### src/source/wiscCore_cfg.svh
// ------------------------------
// Sizes and encodings for a 16-bit WISC core. Address, data and instruction widths are equal.
// MEM_WORDS must be a power of two; higher address bits wrap onto the array.
// ------------------------------
`ifndef WISCCORE_CFG_SVH
`define WISCCORE_CFG_SVH

// ------------------------------
// Datapath sizes
// ------------------------------

`define WORD_W 16          // Instruction, data and byte-address width.

`define MEM_WORDS 1024     // Depth of the unified memory in 16-bit words.

`define REG_IDX_W 3        // Eight architectural registers.

// ------------------------------
// Encodings
// ------------------------------

`define NOP_INSTR 16'h0800 // Major opcode 00001 with every other field zero.

`endif

### src/source/isaPkg.sv
// ------------------------------
// WISC instruction types. Opcode sits in bits 15:11, Rs in 10:8 and Rt in 7:5.
// ------------------------------
`include "wiscCore_cfg.svh"

package isaPkg;

   typedef logic [`WORD_W-1:0]    word_t;   // One instruction or data word.
   typedef logic [`WORD_W-1:0]    addr_t;   // Byte address, so words sit on even values.
   typedef logic [`REG_IDX_W-1:0] regIdx_t; // Register file index.

   // ------------------------------
   // Major opcodes
   // ------------------------------
   typedef enum logic [4:0] {
      opHalt  = 5'b00000, opNop   = 5'b00001, opSiic  = 5'b00010, opRti   = 5'b00011,
      opJ     = 5'b00100, opJr    = 5'b00101, opJal   = 5'b00110, opJalr  = 5'b00111,
      opAddi  = 5'b01000, opSubi  = 5'b01001, opXori  = 5'b01010, opAndni = 5'b01011,
      opBeqz  = 5'b01100, opBnez  = 5'b01101, opBltz  = 5'b01110, opBgez  = 5'b01111,
      opSt    = 5'b10000, opLd    = 5'b10001, opSlbi  = 5'b10010, opStu   = 5'b10011,
      opRoli  = 5'b10100, opSlli  = 5'b10101, opRori  = 5'b10110, opSrli  = 5'b10111,
      opLbi   = 5'b11000, opBtr   = 5'b11001, opShift = 5'b11010, opArith = 5'b11011,
      opSeq   = 5'b11100, opSlt   = 5'b11101, opSle   = 5'b11110, opSco   = 5'b11111
   } opcode_t;

   // ------------------------------
   // Opcode groups
   // ------------------------------

   // Register-group operations and stores read a second source at bits 7:5.
   function automatic logic readsRt(opcode_t op);
      return op inside {opSt, opStu, opShift, opArith, opSeq, opSlt, opSle, opSco};
   endfunction

   // Immediate forms, loads, conditional branches and register jumps read Rs only.
   function automatic logic readsRs(opcode_t op);
      return readsRt(op) || (op inside {opAddi, opSubi, opXori, opAndni, opRoli, opSlli,
         opRori, opSrli, opLd, opSlbi, opBtr, opBeqz, opBnez, opBltz, opBgez, opJr, opJalr});
   endfunction

   function automatic logic isBranch(opcode_t op);
      return op inside {opBeqz, opBnez, opBltz, opBgez, opJ, opJr, opJal, opJalr};
   endfunction

endpackage

### src/source/memPkg.sv
// ------------------------------
// Pipeline and memory traffic types. Compile after isaPkg.
// ------------------------------
package memPkg;

   // Status of one later pipeline stage as seen from fetch.
   typedef struct packed {
      logic            regWrt;     // Stage will write the register file.
      isaPkg::regIdx_t wrtReg;     // Destination of that write.
      logic            branchInst; // Stage carries a branch or jump.
   } stageWrite_t;

   // One access to the unified memory.
   typedef struct packed {
      logic          valid;
      logic          write;        // High for a store, low for a read.
      isaPkg::addr_t addr;
      isaPkg::word_t wdata;
   } memReq_t;

   // ------------------------------
   // Arbiter result
   // ------------------------------
   typedef enum logic [1:0] {
      grantNone,
      grantFetch,
      grantData
   } grant_t;

endpackage

### src/source/memArbiter.sv
// ------------------------------
// Fixed priority between two requesters on one memory port. The data port always wins.
// ------------------------------
module memArbiter (
   input  memPkg::memReq_t fetchReq,
   input  memPkg::memReq_t dataReq,
   output memPkg::memReq_t memPort,
   output memPkg::grant_t  grant
);
   import memPkg::*;

   // ------------------------------
   // Selection
   // ------------------------------

   // A stalled fetch is not queued here; the PC simply presents it again next cycle.
   always_comb begin
      if (dataReq.valid) begin
         memPort = dataReq;                  // Memory stage access takes the cycle.
         grant   = grantData;
      end else if (fetchReq.valid) begin
         memPort = fetchReq;
         grant   = grantFetch;
      end else begin
         memPort = fetchReq;                 // Valid is low, so nothing is written.
         grant   = grantNone;
      end
   end

endmodule

### config.mk
export PLATFORM = sky130hd
export DESIGN_NAME = memArbiter
export DESIGN_NICKNAME = d
export VERILOG_FILES = /design/src/source/isaPkg.sv /design/src/source/memPkg.sv /design/src/source/memArbiter.sv
export VERILOG_INCLUDE_DIRS = /design/src /design/src/source
export SDC_FILE = /design/constraint.sdc
export NUM_CORES = 1
export LEC_CHECK = 0
export ABC_CLOCK_PERIOD_IN_PS = 800
export BUFFER_PORTS_ARGS = -buffer_cell sky130_fd_sc_hd__buf_2
export CAP_MARGIN = 0
export CORE_UTILIZATION = 25
export DETAILED_ROUTE_END_ITERATION = 10
export PLACE_DENSITY = 0.79
export SYNTH_ARGS = -nofsm -noshare
export SYNTH_HDL_FRONTEND = slang
export SYNTH_SLANG_ARGS = --single-unit
### constraint.sdc
create_clock -name vclk -period 0.8
set_input_delay 0.12 -clock vclk [all_inputs]
set_output_delay 0.12 -clock vclk [all_outputs]
set_load 0.005 [all_outputs]
==> flow_summary.yaml <==
pwr:
  p_leak_uw: 0.0008147
  pwr_density_cell_nw_per_um2: 606.0
  ir_drop_mv: 0.3327
  power_uw: 843.1
floorplanning:
  die_h_um: 49.67
  io_pins: 104
  core_um2: 2042
  rows: 16
  dieArea_um2: 2467
  fp.dieW_um: 49.67
  floorplan.initialDensity_pct: 27.82
worst_setup_path:
  critPathKind: "in -> out"
  endpoint_kind: "primary output"
  start_kind: "primary input"
  path_delay_family: "buffers and inverters"
  cp.arrival_ns: 0.81
  worstPathRequired_ns: 0.68
  critPathSlowestCell: "mux2_4"
  path_buf_inv: 3
  crit_start: "dataReq[33]"
  critPathMaxStageDelay_ns: 0.30
  crit_chain: "buf_12 -> buf_16 -> mux2_4 -> buf_6"
  cp_max_fo: 7
place:
  place_ws_ns: -0.2941
  place_inst: 168
  place_congestion: 0.7063
  io_buffers: 104
detailed_routing:
  first_pass_iters: 3
  remaining_drc_errors: 0
  num_vias: 744
  wl_um: 2433
  wire_per_inst_um: 14.23
  vias_per_cell: 4.351
  initialDrtViolationCount: 2
  antenna_left: 0
yosys:
  yosysWarnings: 0
  yosysTopAreaCell: "mux2_4"
  syn_area_per_cell_um2: 14.20
  synth_cells: 40
  ys_top_cells_by_count: "mux2_4 (28), mux2_2 (5), buf_12 (3)"
  synth_area_um2: 568.0
  synth_cell_type_count: 7
  mappedNetlistNets: 108
  synthTopCellsByArea: "mux2_4 (74%), buf_12 (11%), mux2_2 (9.9%)"
  synth_top_area_share_pct: 74.01
  ys_seq_area_share_pct: 0
  synth.most_common_cell: "mux2_4"
grt:
  grt_util_all_layers_pct: 18.77
  grt_pass1_wl_um: 3588
  grt_overflow_total: 0
  grt_pass1_vias: 797
  antenna_found_initial: 0
  grt_max_degree: 9
layout:
  fill_cells: 172
  finalNonFillerCells: 171
  numSequentialCells: 0
  drive_gt1_share_pct: 99.31
  nNetsFinal: 214
  diodes: 0
  clkbuf_count: 0
  area_growth_pct: 144.9
  regArea_um2: 0
sta:
  fin_setup_tns_ns: -3.842
  setup_viol: 34
  period_needed_ns: 0.9318
  fmax_ghz: 1.073
  slew_viol_final: 0
  final.setup.worst_slack_ns: -0.1318
  finalCritPeriodShare_pct: 116.5
  rsz0062_at_grt: "yes"
  hold_viol_final: 0
  slew-limit-headroom_pct: 93.81
  max_slew.worst_pin.slew_ns: 0.09268
status:
  status: "complete, but fails checks"
  violations: "negative setup slack"
worst_hold_path:
  whs_endpoint: "memPort[33]"
  hold_depth: 3
  min_path_type: "in -> out"
  min_from: "fetchReq[33]"
cts:
  cts_setup_buffers: 0
  postCtsHoldBufs: 0
run:
  maxCapViolations: 0
-- worst max-delay path by stage --
stage / end / slack (ns) / depth (start not counted)
after floorplan: memPort[10] / 0.0009 / 3
after global placement: memPort[12] / -0.27 / 4
after detailed placement: memPort[15] / -0.29 / 4
after CTS: memPort[15] / -0.13 / 4
after global routing: memPort[13] / -0.14 / 4
final: memPort[11] / -0.13 / 4
-- stage by stage --
| step | utilization (%) | hold slack (ns) | cell area [um2] |
|---|---|---|---|
| final | 68.14 | 0.5147 | 1391 |
| after global routing | 68.14 | 0.5339 | 1391 |
| after CTS | 66.61 | 0.5159 | 1360 |
| after detailed placement | 53.06 | 0.5122 | 1084 |
| after global placement | 53.06 | 0.5022 | 1084 |
| after floorplan | - | 0.3208 | 571.8 |
-- final cells by class --
cell class | instances | area [um2] | share of cell area, %
Multi-Input combinational cell | 35 | 506.7 | 36.42
Timing Repair Buffer | 109 | 850.8 | 61.15
Tap cell | 27 | 33.78 | 2.428
-- worst min-delay path, stage by stage --
cell and delay (ns):
buf_2 0.09, or2_4 0.11, buf_6 0.08
-- logic make-up after synthesis --
group | after synthesis | share of synthesized area, %
buf+inv | 5 | 13.88
mux | 33 | 83.92
simple gates | 2 | 2.204
-- routing by layer --
metal | routed length [um] | track usage (%)
met5 | 0 | 0
met4 | 42 | 4.286
met3 | 133 | 1.852
met2 | 1557 | 42.57
met1 | 699 | 16.48
-- what timing repair did --
action	in CTS	in global routing
cloned	3	0
pin swaps	1	0
endpoints found under the setup margin	35	34
resized for setup	36	5
-- cells in the final DEF (no fill, tap or decap) --
cell,instances
buf_12,3
buf_16,2
buf_2,73
buf_6,30
bufbuf_16,1
mux2_2,1
mux2_4,32
nor2b_1,1
or2_4,1
-- power breakdown --
part | switching, uW | internal (uW) | total, uW
Sequential | 0 | 0 | 0
Clock | 0 | 0 | 0
Combinational | 241 | 603 | 843
Note: power is estimated with default switching activity, not from simulation.
