`src/source/wiscCore_cfg.svh`:
```
// ------------------------------
// Sizes and encodings for a 16-bit WISC core. Address, data and instruction widths are equal.
// MEM_WORDS must be a power of two; higher address bits wrap onto the array.
// ------------------------------
`ifndef WISCCORE_CFG_SVH
`define WISCCORE_CFG_SVH

// ------------------------------
// Datapath sizes
// ------------------------------

`define WORD_W 16          // Instruction, data and byte-address width.

`define MEM_WORDS 1024     // Depth of the unified memory in 16-bit words.

`define REG_IDX_W 3        // Eight architectural registers.

// ------------------------------
// Encodings
// ------------------------------

`define NOP_INSTR 16'h0800 // Major opcode 00001 with every other field zero.

`endif

```
`src/source/isaPkg.sv`:
```
// ------------------------------
// WISC instruction types. Opcode sits in bits 15:11, Rs in 10:8 and Rt in 7:5.
// ------------------------------
`include "wiscCore_cfg.svh"

package isaPkg;

   typedef logic [`WORD_W-1:0]    word_t;   // One instruction or data word.
   typedef logic [`WORD_W-1:0]    addr_t;   // Byte address, so words sit on even values.
   typedef logic [`REG_IDX_W-1:0] regIdx_t; // Register file index.

   // ------------------------------
   // Major opcodes
   // ------------------------------
   typedef enum logic [4:0] {
      opHalt  = 5'b00000, opNop   = 5'b00001, opSiic  = 5'b00010, opRti   = 5'b00011,
      opJ     = 5'b00100, opJr    = 5'b00101, opJal   = 5'b00110, opJalr  = 5'b00111,
      opAddi  = 5'b01000, opSubi  = 5'b01001, opXori  = 5'b01010, opAndni = 5'b01011,
      opBeqz  = 5'b01100, opBnez  = 5'b01101, opBltz  = 5'b01110, opBgez  = 5'b01111,
      opSt    = 5'b10000, opLd    = 5'b10001, opSlbi  = 5'b10010, opStu   = 5'b10011,
      opRoli  = 5'b10100, opSlli  = 5'b10101, opRori  = 5'b10110, opSrli  = 5'b10111,
      opLbi   = 5'b11000, opBtr   = 5'b11001, opShift = 5'b11010, opArith = 5'b11011,
      opSeq   = 5'b11100, opSlt   = 5'b11101, opSle   = 5'b11110, opSco   = 5'b11111
   } opcode_t;

   // ------------------------------
   // Opcode groups
   // ------------------------------

   // Register-group operations and stores read a second source at bits 7:5.
   function automatic logic readsRt(opcode_t op);
      return op inside {opSt, opStu, opShift, opArith, opSeq, opSlt, opSle, opSco};
   endfunction

   // Immediate forms, loads, conditional branches and register jumps read Rs only.
   function automatic logic readsRs(opcode_t op);
      return readsRt(op) || (op inside {opAddi, opSubi, opXori, opAndni, opRoli, opSlli,
         opRori, opSrli, opLd, opSlbi, opBtr, opBeqz, opBnez, opBltz, opBgez, opJr, opJalr});
   endfunction

   function automatic logic isBranch(opcode_t op);
      return op inside {opBeqz, opBnez, opBltz, opBgez, opJ, opJr, opJal, opJalr};
   endfunction

endpackage

```
`src/source/memPkg.sv`:
```
// ------------------------------
// Pipeline and memory traffic types. Compile after isaPkg.
// ------------------------------
package memPkg;

   // Status of one later pipeline stage as seen from fetch.
   typedef struct packed {
      logic            regWrt;     // Stage will write the register file.
      isaPkg::regIdx_t wrtReg;     // Destination of that write.
      logic            branchInst; // Stage carries a branch or jump.
   } stageWrite_t;

   // One access to the unified memory.
   typedef struct packed {
      logic          valid;
      logic          write;        // High for a store, low for a read.
      isaPkg::addr_t addr;
      isaPkg::word_t wdata;
   } memReq_t;

   // ------------------------------
   // Arbiter result
   // ------------------------------
   typedef enum logic [1:0] {
      grantNone,
      grantFetch,
      grantData
   } grant_t;

endpackage

```
`src/source/hazardDetect.sv`:
```
// ------------------------------
// Fetch hazard check without forwarding. Any pending write to a source register stalls.
// A branch in D, X or M holds fetch until it retires from write-back.
// ------------------------------
`include "wiscCore_cfg.svh"

module hazardDetect (
   input  isaPkg::word_t       fetched,
   input  logic                fetchGranted,
   input  memPkg::stageWrite_t stageD,
   input  memPkg::stageWrite_t stageX,
   input  memPkg::stageWrite_t stageM,
   input  memPkg::stageWrite_t stageW,
   output isaPkg::word_t       instruction,
   output logic                instrValid,
   output logic                branchInstF,
   output logic                pcNop
);
   import isaPkg::*;
   import memPkg::*;

   opcode_t op;
   regIdx_t rs;
   regIdx_t rt;
   logic    useRs;
   logic    useRt;
   logic    rawHazard;
   logic    branchHold;

   // True when a stage is about to write a register this instruction reads.
   function automatic logic pendingWrite(stageWrite_t st, logic used, regIdx_t src);
      return used && st.regWrt && (st.wrtReg == src);
   endfunction

   // ------------------------------
   // Decode
   // ------------------------------

   assign op    = opcode_t'(fetched[15:11]); // All 32 codes are named.
   assign rs    = fetched[10:8];
   assign rt    = fetched[7:5];
   assign useRs = readsRs(op);
   assign useRt = readsRt(op);

   // ------------------------------
   // Hazards
   // ------------------------------

   always_comb begin
      rawHazard = pendingWrite(stageD, useRs, rs) | pendingWrite(stageD, useRt, rt);
      rawHazard = rawHazard | pendingWrite(stageX, useRs, rs) | pendingWrite(stageX, useRt, rt);
      rawHazard = rawHazard | pendingWrite(stageM, useRs, rs) | pendingWrite(stageM, useRt, rt);
      rawHazard = rawHazard | pendingWrite(stageW, useRs, rs) | pendingWrite(stageW, useRt, rt);
   end

   // The write-back branch is left out here because it redirects the PC itself.
   assign branchHold = stageD.branchInst | stageX.branchInst | stageM.branchInst;

   // Losing the memory to the data port also stalls, since fetched is then a data word.
   assign pcNop = ~fetchGranted | rawHazard | branchHold;

   // ------------------------------
   // Outputs
   // ------------------------------

   assign instruction = pcNop ? `NOP_INSTR : fetched;
   assign instrValid  = ~pcNop;
   assign branchInstF = fetchGranted & isBranch(op);

endmodule

```
`config.mk`:
```
export PLATFORM = sky130hd
export DESIGN_NAME = hazardDetect
export DESIGN_NICKNAME = d
export VERILOG_FILES = /design/src/source/isaPkg.sv /design/src/source/memPkg.sv /design/src/source/hazardDetect.sv
export VERILOG_INCLUDE_DIRS = /design/src /design/src/source
export SDC_FILE = /design/constraint.sdc
export NUM_CORES = 1
export LEC_CHECK = 0
export BUFFER_PORTS_ARGS = -buffer_cell sky130_fd_sc_hd__buf_2
export CAP_MARGIN = 10
export CORE_ASPECT_RATIO = 1.2
export CORE_MARGIN = 2
export CORE_UTILIZATION = 30
export DETAILED_ROUTE_END_ITERATION = 16
export GPL_TIMING_DRIVEN = 0
export PLACE_DENSITY = 0.68
export RECOVER_POWER = 100
export SLEW_MARGIN = 10
export SYNTH_ARGS = -nofsm -noshare
export SYNTH_HDL_FRONTEND = slang
export SYNTH_SLANG_ARGS = --single-unit
export TNS_END_PERCENT = 1
```
`constraint.sdc`:
```
create_clock -name vclk -period 3.95
set_clock_uncertainty 0.1 [all_clocks]
set_input_delay 0.79 -clock vclk [all_inputs]
set_output_delay 0.79 -clock vclk [all_outputs]
set_load 0.02 [all_outputs]
```
==> results by group <==
Run status
  • Status: complete, no violations

STA
  • Min Clock Period, post-route: approximately 3.4 ns
  • Setup TNS: 0 ns
  • Slew Viols, Final: 0
  • RSZ-0062 raised after global routing: no
  • Worst Tran Pin Value: 0.3273 ns
  • Relative slew slack: 0.7818
  • Post-route setup slack: 0.5629 ns
  • Tcrit/Tclk final: 0.8575
  • Max frequency: between 200 and 300 MHz
  • Worst hold slack: 1.819 ns
  • Final hold vios: 0
  • Setup violators final: 0

Place
  • PortBufs: 49
  • DP HPWL: 1.541 mm
  • Placer Congestion: 0.7086
  • Placement Setup Slack: around 0.67 ns

Power
  • Int Pwr: 0.04466 mW
  • Pwr per Cell Area: 108.2 mW/mm²
  • Worst vdd ir: 0.00004400 V
  • Clock network power share: 0
  • Total power draw: between 0.09 and 0.1 mW
  • Switching Share: 0.5108
  • Comb pwr share: 1.000
  • Leakage: about 0.32 nW
  • Net Sw Power: 0.04663 mW
  • Seq pwr share: 0

Route
  • Post-route antenna net violation count: 0
  • DR DRC count: 0
  • Initial DRC Count: 10
  • Met3 WL: 80 µm
  • Top sig layer: met3
  • Via/cell ratio: 5.240
  • Vias post-DR: 765
  • Wl on met1: 724 µm
  • Wire per inst: between 10 and 15 µm
  • WL met2: 1.035 mm
  • Post-Route WL: 1.839 mm
  • TritonRoute pass-1 iters: 2

Logic synthesis
  • Ys Warns: 0
  • Sequential share of the synthesized area: 0
  • Synth Area in Simple Gates: 0.4289
  • Mux contribution to synthesized area: 0
  • Post-Synth XOR/XNOR Area: 0.3515
  • Synth Area in Adders: 0
  • Syn Nets: ~120
  • Compound-Gate Fraction of Synth Area: 0.07531
  • Gate Count Post-Synth: 78
  • Unique masters post-synth: 18
  • Post-Syn Area: 598.1 µm²
  • Main combinational cell family by area after synthesis: simple AND/OR/NAND/NOR gates
  • Syn_area_per_cell: 7.668 µm²

Final layout
  • Ant. Diodes: 0
  • Layout area overhead: 41.00%
  • FF+latch area: 0 µm²
  • Sequential cell count: 0
  • Most frequent cells in the layout: buf_2 (36), xnor2_1 (24), clkbuf_1 (19)
  • Nets: 166
  • Clock buffers: 0
  • Commonest non-fill, non-tap cell in the layout: buf_2
  • Final core area utilization: 0.4557
  • Share of cells above drive strength 1: 0.3543

Setup path
  • Critical Path End Type: output port
  • Startpoint types: input port
  • Worst path slowest cell: or4b_2
  • Worst path most repeated cell: clkbuf_1
  • Max Fanout on Critical Path: 10
  • CP Cell Sequence: buf_2, or4b_2, clkbuf_1, buf_4, nor4b_1, clkbuf_1
  • Critical path class: input port to output port
  • Arrival @ worst endpoint: 2.50 ns
  • Worst setup endpoint: instruction[4]
  • Slowest Stage Delay on Critical Path: approximately 0.65 ns
  • Critical path origin: stageX[0]
  • Crit path required time: 3.06 ns

Die
  • IO Count: 56
  • Die span in x: 44.76 µm
  • Die Area: 0.002368 mm²
  • Core Region: ~0.0019 mm²
  • Core Rows: 17
  • Initial Utilization: 0.3232
  • Die H: ~53 µm

GRT
  • Vias in the first global route: 771
  • First-pass GRT wire length: 3.049 mm
  • GRT Overall Usage: 0.1624
  • Largest net degree at the start of global routing: 11
  • GRT overflow: 0
  • Initial antenna violation count: 0

Clocking
  • Post-CTS Hold Fix Bufs: 0
  • Post-CTS sizing: 0
  • # Post-CTS Setup Buffers: 0

Flow run
  • Number of max-cap violations: 0

Hold path
  • Hold WC Path Type: input port to output port
power by group through the flow:
| stage | Clock [mW] | Combinational, mW | Sequential, mW |
|---|---|---|---|
| finish | 0 | 0.0913 | 0 |
| detailed placement | 0 | 0.0925 | 0 |
| CTS | 0 | 0.0928 | 0 |
| floorplan | 0 | 0.0601 | 0 |
| global placement | 0 | 0.0900 | 0 |
| global route | 0 | 0.100 | 0 |
logic make-up after synthesis:
kind of cell / Yosys count
AO/OA/AOI/OAI: 6
XOR/XNOR: 24
buffers and inverters: 12
AND/OR/NAND/NOR: 36
per-stage QoR:
| stage | instances | instance area [µm²] |
|---|---|---|
| 2_1_floorplan | 78 | 598.1 |
| 3_3_place_gp | 146 | 867.1 |
| 3_5_place_dp | 146 | 867.1 |
| 4_1_cts | 146 | 867.1 |
| 5_1_grt | 146 | 843.3 |
| 6_report | 146 | 843.3 |
worst max-delay path, delay by kind of cell:
kind,cells,cell delay [ns]
buf+inv,4,0.78
simple gates,2,0.93
worst min path at each step:
stage          slack (ns)           to         from  depth (start not counted)
2_1_floorplan        1.56  branchInstF  fetched[15]                          1
3_3_place_gp         1.79  branchInstF  fetched[15]                          3
3_5_place_dp         1.80  branchInstF  fetched[15]                          3
4_1_cts              1.80  branchInstF  fetched[15]                          3
5_1_grt              1.84  branchInstF  fetched[15]                          3
6_report             1.82  branchInstF  fetched[15]                          3
synth_stat cells:
master	instances	area, µm²
nand2_1	5	18.77
a31oi_1	1	6.260
buf_4	3	22.52
a211oi_1	1	7.510
or4_4	1	11.26
nor3_1	3	15.01
a21oi_1	1	5.000
nor4b_2	1	15.01
o21a_1	2	15.01
nor2_1	2	7.510
o221a_1	1	11.26
nor4b_1	14	122.6
xnor2_1	24	210.2
or3_1	1	6.260
buf_6	3	33.78
nand4_1	8	50.05
buf_2	6	30.03
or4b_2	1	10.01
layout make-up:
type	count	area [µm²]
Buffer	12	85.08
Multi-Input combinational cell	66	511.7
Fill cell	202	1007
Tap cell	19	23.77
Timing Repair Buffer	49	222.7
routing by layer:
layer	track usage	up-vias
li1	-	386
met1	0.1778	355
met2	0.3430	24
met3	0.01024	0
met4	0	0
met5	0	-
No activity file was read; power rests on OpenSTA's default activity.
