## config.mk

```make
export PLATFORM = sky130hd
export DESIGN_NAME = pcUnit
export DESIGN_NICKNAME = d
export VERILOG_FILES = /design/src/source/isaPkg.sv /design/src/source/pcUnit.sv
export VERILOG_INCLUDE_DIRS = /design/src /design/src/source
export SDC_FILE = /design/constraint.sdc
export NUM_CORES = 1
export LEC_CHECK = 0
export BUFFER_PORTS_ARGS = -buffer_cell sky130_fd_sc_hd__buf_2
export CAP_MARGIN = 10
export CORE_AREA = 2 2 52 66
export DETAILED_ROUTE_END_ITERATION = 8
export DIE_AREA = 0 0 54 68
export HOLD_SLACK_MARGIN = 0.1
export PLACE_DENSITY = 0.84
export SYNTH_ARGS = -nofsm -noshare
export SYNTH_HDL_FRONTEND = slang
export SYNTH_SLANG_ARGS = --single-unit
```

## constraint.sdc

```tcl
create_clock -name clk -period 1.6 [get_ports clk]
set_clock_uncertainty 0.1 [all_clocks]
set_input_delay 0.24 -clock clk [delete_from_list [all_inputs] [get_ports clk]]
set_output_delay 0.24 -clock clk [all_outputs]
set_load 0.01 [all_outputs]
```

## src/source/wiscCore_cfg.svh

```systemverilog
// ------------------------------
// Sizes and encodings for a 16-bit WISC core. Address, data and instruction widths are equal.
// MEM_WORDS must be a power of two; higher address bits wrap onto the array.
// ------------------------------
`ifndef WISCCORE_CFG_SVH
`define WISCCORE_CFG_SVH

// ------------------------------
// Datapath sizes
// ------------------------------

`define WORD_W 16          // Instruction, data and byte-address width.

`define MEM_WORDS 1024     // Depth of the unified memory in 16-bit words.

`define REG_IDX_W 3        // Eight architectural registers.

// ------------------------------
// Encodings
// ------------------------------

`define NOP_INSTR 16'h0800 // Major opcode 00001 with every other field zero.

`endif

```

## src/source/isaPkg.sv

```systemverilog
// ------------------------------
// WISC instruction types. Opcode sits in bits 15:11, Rs in 10:8 and Rt in 7:5.
// ------------------------------
`include "wiscCore_cfg.svh"

package isaPkg;

   typedef logic [`WORD_W-1:0]    word_t;   // One instruction or data word.
   typedef logic [`WORD_W-1:0]    addr_t;   // Byte address, so words sit on even values.
   typedef logic [`REG_IDX_W-1:0] regIdx_t; // Register file index.

   // ------------------------------
   // Major opcodes
   // ------------------------------
   typedef enum logic [4:0] {
      opHalt  = 5'b00000, opNop   = 5'b00001, opSiic  = 5'b00010, opRti   = 5'b00011,
      opJ     = 5'b00100, opJr    = 5'b00101, opJal   = 5'b00110, opJalr  = 5'b00111,
      opAddi  = 5'b01000, opSubi  = 5'b01001, opXori  = 5'b01010, opAndni = 5'b01011,
      opBeqz  = 5'b01100, opBnez  = 5'b01101, opBltz  = 5'b01110, opBgez  = 5'b01111,
      opSt    = 5'b10000, opLd    = 5'b10001, opSlbi  = 5'b10010, opStu   = 5'b10011,
      opRoli  = 5'b10100, opSlli  = 5'b10101, opRori  = 5'b10110, opSrli  = 5'b10111,
      opLbi   = 5'b11000, opBtr   = 5'b11001, opShift = 5'b11010, opArith = 5'b11011,
      opSeq   = 5'b11100, opSlt   = 5'b11101, opSle   = 5'b11110, opSco   = 5'b11111
   } opcode_t;

   // ------------------------------
   // Opcode groups
   // ------------------------------

   // Register-group operations and stores read a second source at bits 7:5.
   function automatic logic readsRt(opcode_t op);
      return op inside {opSt, opStu, opShift, opArith, opSeq, opSlt, opSle, opSco};
   endfunction

   // Immediate forms, loads, conditional branches and register jumps read Rs only.
   function automatic logic readsRs(opcode_t op);
      return readsRt(op) || (op inside {opAddi, opSubi, opXori, opAndni, opRoli, opSlli,
         opRori, opSrli, opLd, opSlbi, opBtr, opBeqz, opBnez, opBltz, opBgez, opJr, opJalr});
   endfunction

   function automatic logic isBranch(opcode_t op);
      return op inside {opBeqz, opBnez, opBltz, opBgez, opJ, opJr, opJal, opJalr};
   endfunction

endpackage

```

## src/source/pcUnit.sv

```systemverilog
// ------------------------------
// Program counter. Branches are taken only when they retire in write-back.
// err flags an odd PC or a carry out of the increment and holds until reset.
// ------------------------------
`include "wiscCore_cfg.svh"

module pcUnit (
   input  logic          clk,
   input  logic          rstN,
   input  logic          createDump,
   input  logic          branchTaken,
   input  isaPkg::addr_t newPC,
   input  logic          pcNop,
   output isaPkg::addr_t pcAddr,
   output isaPkg::addr_t incPC,
   output logic          err
);
   import isaPkg::*;

   localparam logic [`WORD_W:0] PC_STEP = 2;   // One 16-bit word per fetch.

   addr_t            pcReg;
   addr_t            nextPc;
   logic [`WORD_W:0] incSum;                   // Extra bit keeps the carry out.
   logic             errNow;
   logic             errSticky;

   assign incSum = {1'b0, pcReg} + PC_STEP;
   assign incPC  = incSum[`WORD_W-1:0];
   assign pcAddr = pcReg;

   // A dump outranks a retiring branch, and a branch outranks a stall.
   always_comb begin
      if (createDump) begin
         nextPc = pcReg;                        // Halted, the PC stays put.
      end else if (branchTaken) begin
         nextPc = newPC;                        // Redirect from write-back.
      end else if (pcNop) begin
         nextPc = pcReg;                        // Retry the same fetch.
      end else begin
         nextPc = incPC;
      end
   end

   always_ff @(posedge clk or negedge rstN) begin
      if (!rstN) begin
         pcReg     <= '0;
         errSticky <= 1'b0;
      end else begin
         pcReg     <= nextPc;
         errSticky <= errSticky | errNow;      // Once set, only reset clears it.
      end
   end

   assign errNow = pcReg[0] | incSum[`WORD_W]; // Misaligned, or stepping past 0xFFFE.
   assign err    = errSticky | errNow;

endmodule

```

==> impl_metrics.tcl, run 1 <==
set metrics [dict create \
    grtUsageTotal_pct 23.8 \
    core_sq_um 3110 \
    synth_cell_types 46 \
    ys_seq_area_share_pct 33.7 \
    ys.flop_type "dfrtp_1" \
    synth_cells 146 \
    synth_top_family_by_area "simple AND/OR/NAND/NOR gates" \
    fmax_mhz 523 \
    maxCapViolations 0 \
    powerDensity_nw_per_um2 855 \
    fin_util_pct 68.2 \
    ys_top_cells_by_area "dfrtp_1 34%, xnor2_1 6.2%, o21ai_0 4.8%" \
    clkSlewWorstSetupHoldPaths_ns 0.07 \
    reg2reg_depth 7 \
    period_minus_slack_ns 1.91 \
    synthXorXnorAreaFrac_pct 9.01 \
    synth_common_cells "17 x dfrtp_1, 12 x nand2_1, 12 x o21ai_0" \
    post_drt_wl_per_cell_microns 15.7 \
    slowest_delay_ns 0.40 \
    synth_edf_count 0 \
    root_buffer "clkbuf_8" \
    hold_start "newPC[0]" \
    cts_buffer_depth 2 \
    finalHoldWorstSlack_ns 0.117 \
    crit_fanout 6 \
    antenna_found_initial 0 \
    required_ns 1.26 \
    dp.cells 255 \
    fin_cells 270 \
    r2r-end "pcAddr[13]" \
    gr-total-overflow 0 \
    synth_warnings 0 \
    numPortBuffers 53 \
    routed-via-count 1487 \
    hold_path.class "input pin to flop" \
    synthMuxAreaShare_pct 2.48 \
    critical_path_class "flop to output pin" \
    drt_wl_total_mm 4.23 \
    grt_pass1_vias 1421 \
    synth.avg_cell_area_sq_um 8.66 \
    pin_count 54 \
    hold_depth 2 \
    fillers 254 \
    clkSinkCount 17 \
    grt.met3_usage_pct 2.84 \
    synth_top_area_cell "dfrtp_1" \
    drt-vias-per-instance 5.51 \
    synthArstFlopShare_pct 100 \
    dieArea_sq_um 3670 \
    rsz0062_at_grt "yes" \
    cellLeakagePower_nw 1.01 \
    cts_tree "yes" \
    yosys_register_bits 17 \
    drc_errors 0 \
    cp.arrival_ns 1.57 \
    syn_to_final_growth_pct 67.8 \
    post-dp-hpwl_mm 2.83 \
    die_w_microns 54 \
    grt_max_degree 18 \
    dr.pass1.iters 4 \
    syn_area_sq_um 1260 \
    antenna_left 0 \
    synth_compound_area_share_pct 20.3 \
    gp_congestion 0.806 \
    syn-num-nets 168 \
    synth.top_cell.area_share_pct 33.7 \
    tightestPinTransition_ns 0.408 \
    globalRouteMet1Util_pct 27.0 \
    holdPathEnd "pcAddr[0]" \
    yosysMostFrequentCell "dfrtp_1" \
    slew_viol_final 0 \
    failed_checks "negative setup slack" \
    grt_util_met2_pct 42.8 \
    power_mw 1.81 \
    irDropWorstVdd_mv 0.479 \
    yosys.area_share.adder_pct 0.990 \
    status "complete, but fails checks" \
    clk_latency_ns 0.26 \
    cts-buffers-inserted 3 \
    grt-busiest-layer "met2" \
    worstSetupEndpointType "output pin" \
    n_antenna_cell 0 \
    finalHoldViolations 0 \
    cp-start-kind "flop" \
    crit_start "pcAddr[2]" \
    drive_gt1_share_pct 58.4 \
    rows 23 \
    dieHeight_microns 68 \
    setup_viol 18 \
    slew_headroom_pct 72.8 \
    drt_first_iter_violations 52 \
    grt_pass1_wl_mm 6.41 \
    crit_path_cell_trace "ha_4, nand4_4, nor3_4, xor2_2, buf_2" \
    finish.net_count 256 \
    htree_num_levels 1 \
    yosys.area_share.simple_pct 28.1 \
    r2r_slack_ns -0.09 \
    worst_slack_ns -0.312 \
    cp_slowest_cell "dfrtp_2" \
    finalCritPeriodShare_pct 120 \
    start_util_pct 40.7 \
    regToRegStartpoint "pcAddr[2]" \
]
power by group:
part | switching, mW | total, mW | leakage [nW] | internal (mW)
clock | 0.153 | 0.330 | 0.0228 | 0.177
combinational | 0.471 | 0.909 | 0.791 | 0.438
sequential | 0.0723 | 0.573 | 0.191 | 0.501
total | 0.697 | 1.81 | 1.01 | 1.12
logic make-up after synthesis:
| group | Yosys count |
|---|---|
| AO/OA/AOI/OAI | 40 |
| buffers and inverters | 15 |
| XOR/XNOR | 13 |
| adder cells (fa/ha/maj) | 1 |
| multiplexers | 3 |
| AND/OR/NAND/NOR | 57 |
| flip-flops | 17 |
worst max-delay path by stage:
stage | to | slack (ns) | depth (start not counted)
6_report | incPC[11] | -0.31 | 5
5_1_grt | incPC[9] | -0.44 | 6
4_1_cts | incPC[9] | -0.30 | 6
3_5_place_dp | pcAddr[11] | -0.03 | 6
3_3_place_gp | incPC[15] | -0.002 | 5
2_1_floorplan | incPC[15] | -0.006 | 4
layer usage:
layer	vias to the layer above	part of all wire (%)
met5	-	0
met4	0	2.2
met3	9	3.8
met2	48	55
met1	717	39
li1	713	-
sequential cells by signal, indices dropped and copies added (netlist names):
| register | flops |
|---|---|
| pcAddr | 16 |
| errSticky | 1 |
critical path: cells and delay by family (launching register included):
kind          cells  cell delay [ns]
flops             1             0.40
buf+inv           1             0.13
simple gates      2             0.48
fa+ha+maj         1             0.16
xor+xnor          1             0.14
repair_timing:
| action | in CTS | in global routing |
|---|---|---|
| endpoints found under the setup margin | 16 | 20 |
| hold buffers | 1 | 0 |
| gates resized for setup | 20 | 21 |
| hold endpoints to repair | 17 | 0 |
| pin swaps | 16 | 17 |
| buffers inserted | 10 | 6 |
layout make-up:
type | instances | area, sq um | area share [%]
Clock buffer | 4 | 45.0 | 2.12
Sequential cell | 17 | 433 | 20.4
Tap cell | 37 | 46.3 | 2.18
Inverter | 5 | 18.8 | 0.885
Timing Repair Buffer | 93 | 606 | 28.6
Multi-Input combinational cell | 114 | 972 | 45.8
placed cells by master, fill, tap and decap left out, types with 4 or more instances in the layout:
master / Yosys / final
inv_1: 5 / 5
dfrtp_2: 0 / 6
a21oi_1: 7 / 7
nand2_1: 12 / 10
nor2_1: 7 / 6
buf_2: 7 / 53
and3_1: 4 / 4
o21ai_0: 12 / 9
a31oi_1: 5 / 4
buf_4: 1 / 30
dfrtp_1: 17 / 11
nor4_1: 4 / 4
xnor2_2: 0 / 8
buf_6: 0 / 8
nand3_1: 8 / 4
stage by stage:
stage               cell area [sq um]  setup slack [ns]   TNS, ns
global placement                 1800          -0.00162  -0.00162
finish                           2120            -0.312     -3.33
detailed placement               1800           -0.0267   -0.0875
global route                     2120            -0.441     -4.47
floorplan                        1330          -0.00639  -0.00933
CTS                              2010            -0.299     -2.95
No activity file was read; power rests on OpenSTA's default activity.
==> run 2, diff against run 1 <==
PLACE_DENSITY = 0.74   (was 0.84)
==> run 2 against run 1 <==
  * The flow still finishes with violations (negative setup slack)
  * Critical endpoint is now incPC[10]
  * Flip-flop and latch count unchanged
  * Global-route usage is 0.34 points higher
  * Combinational power is 5.4% higher
  * Critical path type unchanged
  * Utilization grew 2.8 points
  * Clock power about the same
  * Design area is 4.1% higher
  * Sequential share of layout area decreased by 0.81 points
==> impl_metrics.tcl, run 2 (synthesis gave the netlist of run 1 again) <==
set metrics [dict create \
    maxCapViolations 0 \
    status "complete, but fails checks" \
    cp.arrival_ns 1.57 \
    syn_to_final_growth_pct 74.8 \
    worst_slack_ns -0.310 \
    drt_first_iter_violations 57 \
    power_frac_comb_pct 51.6 \
    hold_path.class "input pin to flop" \
    placed_area_sq_um 1800 \
    start_util_pct 40.7 \
    clkSinkCount 17 \
    regArea_sq_um 433 \
    finalCritPeriodShare_pct 119 \
    grt_pass1_vias 1379 \
    reg2reg_depth 7 \
    drt-vias-per-instance 5.49 \
    rsz0062_at_grt "yes" \
    cp_slowest_cell "dfrtp_1" \
    regToRegStartpoint "pcAddr[1]" \
    finalHoldViolations 0 \
    rows 23 \
    r2r-end "pcAddr[13]" \
    cts_tree "yes" \
    tightestPinTransition_ns 0.410 \
    sw_frac_of_total_pct 38.4 \
    cellLeakagePower_nw 1.04 \
    dieHeight_microns 68 \
    clkSlewWorstSetupHoldPaths_ns 0.07 \
    fmax_mhz 524 \
    grtUsageTotal_pct 24.2 \
    drc_errors 0 \
    required_ns 1.26 \
    fillers 238 \
    seq_power_share_pct 30.8 \
    n_antenna_cell 0 \
    critical_path_class "flop to output pin" \
    p_sw_mw 0.714 \
    slew_headroom_pct 72.7 \
    r2r_slack_ns -0.12 \
    internal_power_mw 1.14 \
    core_sq_um 3110 \
    cts_buffer_depth 2 \
    gp_congestion 0.846 \
    period_minus_slack_ns 1.91 \
    crit_end "incPC[10]" \
    powerDensity_nw_per_um2 841 \
    numPortBuffers 53 \
    antenna_found_initial 0 \
    pin_count 54 \
    power_frac_clock_pct 17.6 \
    final_area_sq_um 2210 \
    dieArea_sq_um 3670 \
    post-dp-hpwl_mm 2.86 \
    drt_wl_total_mm 4.47 \
    grt_pass1_wl_mm 6.56 \
    cp-start-kind "flop" \
    gr-total-overflow 0 \
    finish.net_count 267 \
    clk_latency_ns 0.25 \
    drive_gt1_share_pct 62.7 \
    routed-via-count 1543 \
    largest_reg_flops 16 \
    crit_start "pcAddr[7]" \
    multi_input_area_sq_um 971 \
    fin_setup_tns_ns -3.47 \
    irDropWorstVdd_mv 0.649 \
    die_w_microns 54 \
    worstSetupEndpointType "output pin" \
    root_buffer "clkbuf_8" \
    finalHoldWorstSlack_ns 0.117 \
    crit_path_cell_trace "nand4_1, nor2_4, and3_4, xor2_2, buf_2" \
    post_drt_wl_per_cell_microns 15.9 \
    mostFrequentLayoutCells "53 x buf_2, 41 x buf_4, 11 x dfrtp_1" \
    setup_viol 18 \
    dr.pass1.iters 4 \
    crit_fanout 5 \
    slew_viol_final 0 \
    antenna_left 0 \
    cts-buffers-inserted 3 \
    grt_max_degree 18 \
    slowest_delay_ns 0.40 \
    mostFrequentLayoutCell "buf_2" \
    failed_checks "negative setup slack" \
    htree_num_levels 1 \
]
## run 2: cell count changes in the layout (fill, tap and decap cells not counted), sizes merged
cell and delta:
clkbuf -1, buf +11, clkinv +1
## run 2: power by group through the flow
stage / Sequential (mW) / Combinational, mW / Clock (mW)
2_1_floorplan: 0.637 / 0.345 / 0
3_3_place_gp: 0.576 / 0.727 / 0
3_5_place_dp: 0.578 / 0.736 / 0
4_1_cts: 0.569 / 0.841 / 0.336
5_1_grt: 0.582 / 1.03 / 0.354
6_report: 0.572 / 0.958 / 0.327
## run 2: area by class of cell
type,count,area share [%]
Clock buffer,3,1.87
Clock inverter,1,0.227
Multi-Input combinational cell,114,44.0
Inverter,5,0.850
Tap cell,37,2.10
Sequential cell,17,19.6
Timing Repair Buffer,104,31.4
## run 2: repair_timing
item	CTS	global route
endpoints found under the setup margin	17	21
hold endpoints to repair	17	0
setup buffers	17	14
hold buffers	1	0
pin swaps	18	18
resized for setup	16	29
## run 2: worst max-delay path, delay by kind of cell, from the launching register on
kind	cells	cell delay [ns]
simple gates	3	0.66
xor+xnor	1	0.13
buf+inv	1	0.14
flops	1	0.40
## run 2: how the worst min path moves through the flow
stage | endpoint | cells past startpoint | startpoint | slack [ns]
floorplan | errSticky | 0 | rstN | -0.16
global placement | pcAddr[13] | 1 | rstN | 0.08
detailed placement | pcAddr[13] | 1 | rstN | 0.09
CTS | pcAddr[0] | 2 | newPC[0] | 0.11
global route | pcAddr[0] | 2 | newPC[0] | 0.12
finish | pcAddr[0] | 2 | newPC[0] | 0.12
## run 2: layer usage
layer | wire length (microns) | vias to the layer above | share of wire (%) | GRT usage (%)
met5 | 0 | - | 0 | 0
met4 | 61 | 0 | 1.4 | 9.06
met3 | 223 | 6 | 5.0 | 1.97
met2 | 2410 | 58 | 54 | 44.2
met1 | 1780 | 742 | 40 | 28.7
li1 | - | 737 | - | -
## run 2: through the flow
stage	util [%]	cells	setup WS (ns)	total power, mW
floorplan	-	146	-0.00639	0.982
global placement	57.9	255	-0.0198	1.30
detailed placement	57.9	255	-0.0387	1.31
CTS	65.9	276	-0.304	1.75
global route	71.1	281	-0.400	1.97
finish	71.1	281	-0.310	1.86
==> run 3, diff against run 2 <==
PLACE_DENSITY = 0.73   (was 0.74)
==> run 3 against run 2 <==
  * Critical endpoint unchanged
  * Critical path depth unchanged
  * Sequential power about the same
  * Register-to-register slack worse by 0.05 ns
  * Die area unchanged
  * Worst hold slack worse by 0.0060 ns
  * The flow still finishes with violations (negative setup slack)
  * Non-clock buffer count down 14
  * Clock-buffer cell count up 1
==> impl_metrics.tcl, run 3 (synthesis gave the netlist of run 1 again) <==
set metrics [dict create \
    hold_start "newPC[1]" \
    fin_cells 267 \
    finalHoldWorstSlack_ns 0.111 \
    drc_errors 0 \
    drt_wl_total_mm 3.99 \
    n_antenna_cell 0 \
    antenna_found_initial 0 \
    cellLeakagePower_nw 0.950 \
    worst_slack_ns -0.310 \
    critical_path_class "flop to output pin" \
    worstSetupEndpointType "output pin" \
    crit_fanout 5 \
    dieArea_sq_um 3670 \
    cp-start-kind "flop" \
    top_layer "met4" \
    finalCritPeriodShare_pct 119 \
    r2r_slack_ns -0.17 \
    seq_power_share_pct 33.3 \
    internal_power_mw 1.05 \
    clkSlewWorstSetupHoldPaths_ns 0.07 \
    largest_reg_flops 16 \
    die_w_microns 54 \
    power_frac_comb_pct 47.4 \
    post-dp-hpwl_mm 2.81 \
    worstPathBufferInverterCount 1 \
    slew_headroom_pct 73.0 \
    finish.net_count 253 \
    regToRegStartpoint "pcAddr[1]" \
    dieHeight_microns 68 \
    power_frac_clock_pct 19.3 \
    status "complete, but fails checks" \
    crit_path_cell_trace "nand4_1, nor2_4, and3_4, xor2_2, buf_2" \
    antenna_left 0 \
    wl_met2_mm 2.19 \
    reg2reg_depth 7 \
    dp.cells 254 \
    clkSinkCount 17 \
    clk_latency_ns 0.26 \
    core_sq_um 3110 \
    rsz0062_at_grt "yes" \
    slew_viol_final 0 \
    tightestPinTransition_ns 0.405 \
    mostFrequentLayoutCells "53 x buf_2, 33 x buf_4, 11 x o21ai_0, 11 x dfrtp_1, 10 x nand2_1" \
    syn_to_final_growth_pct 59.3 \
    drt-vias-per-instance 5.51 \
    htree_num_levels 1 \
    sw_frac_of_total_pct 38.6 \
    root_buffer "clkbuf_8" \
    cp_slowest_cell "dfrtp_2" \
    fmax_mhz 524 \
    irDropWorstVdd_mv 0.539 \
    required_ns 1.26 \
    routed-via-count 1472 \
    drt-met1-wl_mm 1.56 \
    cts-buffers-inserted 3 \
    post_drt_wl_per_cell_microns 14.9 \
    setup_viol 16 \
    cp.arrival_ns 1.57 \
    failed_checks "negative setup slack" \
    grt_pass1_wl_mm 5.78 \
    cts_buffer_depth 2 \
    maxCapViolations 0 \
    dr_wl_met3_microns 190 \
    hold_depth 3 \
    powerDensity_nw_per_um2 850 \
    r2r-end "pcAddr[7]" \
    grt_max_degree 18 \
    cts_tree "yes" \
    p_sw_mw 0.661 \
    numPortBuffers 53 \
    hold_path.class "input pin to flop" \
    slowest_delay_ns 0.41 \
    mostFrequentLayoutCell "buf_2" \
    rows 23 \
    finalHoldViolations 0 \
    dr.pass1.iters 4 \
    grt_pass1_vias 1247 \
    gp_congestion 0.812 \
    gr-total-overflow 0 \
    period_minus_slack_ns 1.91 \
    crit_family "simple AND/OR/NAND/NOR gates" \
    drt_first_iter_violations 39 \
    start_util_pct 40.7 \
    drive_gt1_share_pct 55.7 \
    pin_count 54 \
    grtUsageTotal_pct 21.8 \
    holdPathEnd "pcAddr[1]" \
]
==> run 3: changes by cell type in the layout (fill, tap and decap cells not counted), moves of 2 or more <==
cell / change
o21ai_0: +2
buf_6: -5
nand2_1: +2
xnor2_2: -3
xnor2_1: +3
buf_4: -8
nand2_2: -3
==> run 3: power groups by stage <==
| stage | Clock (mW) | Sequential, mW | Combinational (mW) |
|---|---|---|---|
| CTS | 0.328 | 0.570 | 0.785 |
| detailed placement | 0 | 0.577 | 0.729 |
| global route | 0.355 | 0.580 | 0.888 |
| global placement | 0 | 0.573 | 0.721 |
| floorplan | 0 | 0.637 | 0.345 |
| finish | 0.330 | 0.571 | 0.811 |
==> run 3: how the worst max path moves through the flow <==
stage                         start    endpoint  slack [ns]  depth (start not counted)
after global routing      pcAddr[1]    incPC[9]       -0.40                          6
after global placement    pcAddr[1]   incPC[13]      -0.008                          6
after floorplan           pcAddr[9]   incPC[15]      -0.006                          4
after CTS                 pcAddr[1]   incPC[11]       -0.30                          5
after detailed placement  pcAddr[1]  pcAddr[11]       -0.05                          6
final                     pcAddr[1]   incPC[10]       -0.31                          5
==> run 3: metal layers <==
layer,global-route usage [%],vias to the layer above
met5,0,-
met2,39.6,42
li1,-,707
met4,6.88,0
met3,2.40,4
met1,26.1,719
==> run 3: layout make-up <==
cell class	count	area, sq um
fillers	270	1090
multi-input cells	114	913
repair buffers	90	557
flip-flops and latches	17	433
well taps	37	46.3
clock buffers	4	45.0
inverters	5	18.8
==> run 3: timing repair <==
item                                    4_1_cts  5_1_grt
endpoints found under the hold margin        17        0
hold buffers                                  1        0
gates resized for setup                      15       11
pin swaps                                    18        8
endpoints found under the setup margin       14       21
buffers inserted                              7        5
==> run 3: per-stage QoR <==
stage / setup slack (ns) / power (mW) / area, sq um / setup TNS, ns / utilization [%]
3_5_place_dp: -0.0504 / 1.31 / 1790 / -0.177 / 57.6
5_1_grt: -0.399 / 1.82 / 2010 / -4.36 / 64.8
2_1_floorplan: -0.00639 / 0.982 / 1330 / -0.00933 / -
4_1_cts: -0.303 / 1.68 / 1960 / -3.07 / 63.0
3_3_place_gp: -0.00752 / 1.29 / 1790 / -0.00752 / 57.6
6_report: -0.310 / 1.71 / 2010 / -3.03 / 64.8
==> run 3: worst register-to-register path, delay by kind of cell, from the launching register on <==
kind                       cells  cell delay [ns]
adders and majority gates      1             0.16
AOI/OAI and AO/OA              2             0.16
buffers and inverters          2             0.32
DFF                            1             0.41
and+or+nand+nor                2             0.50
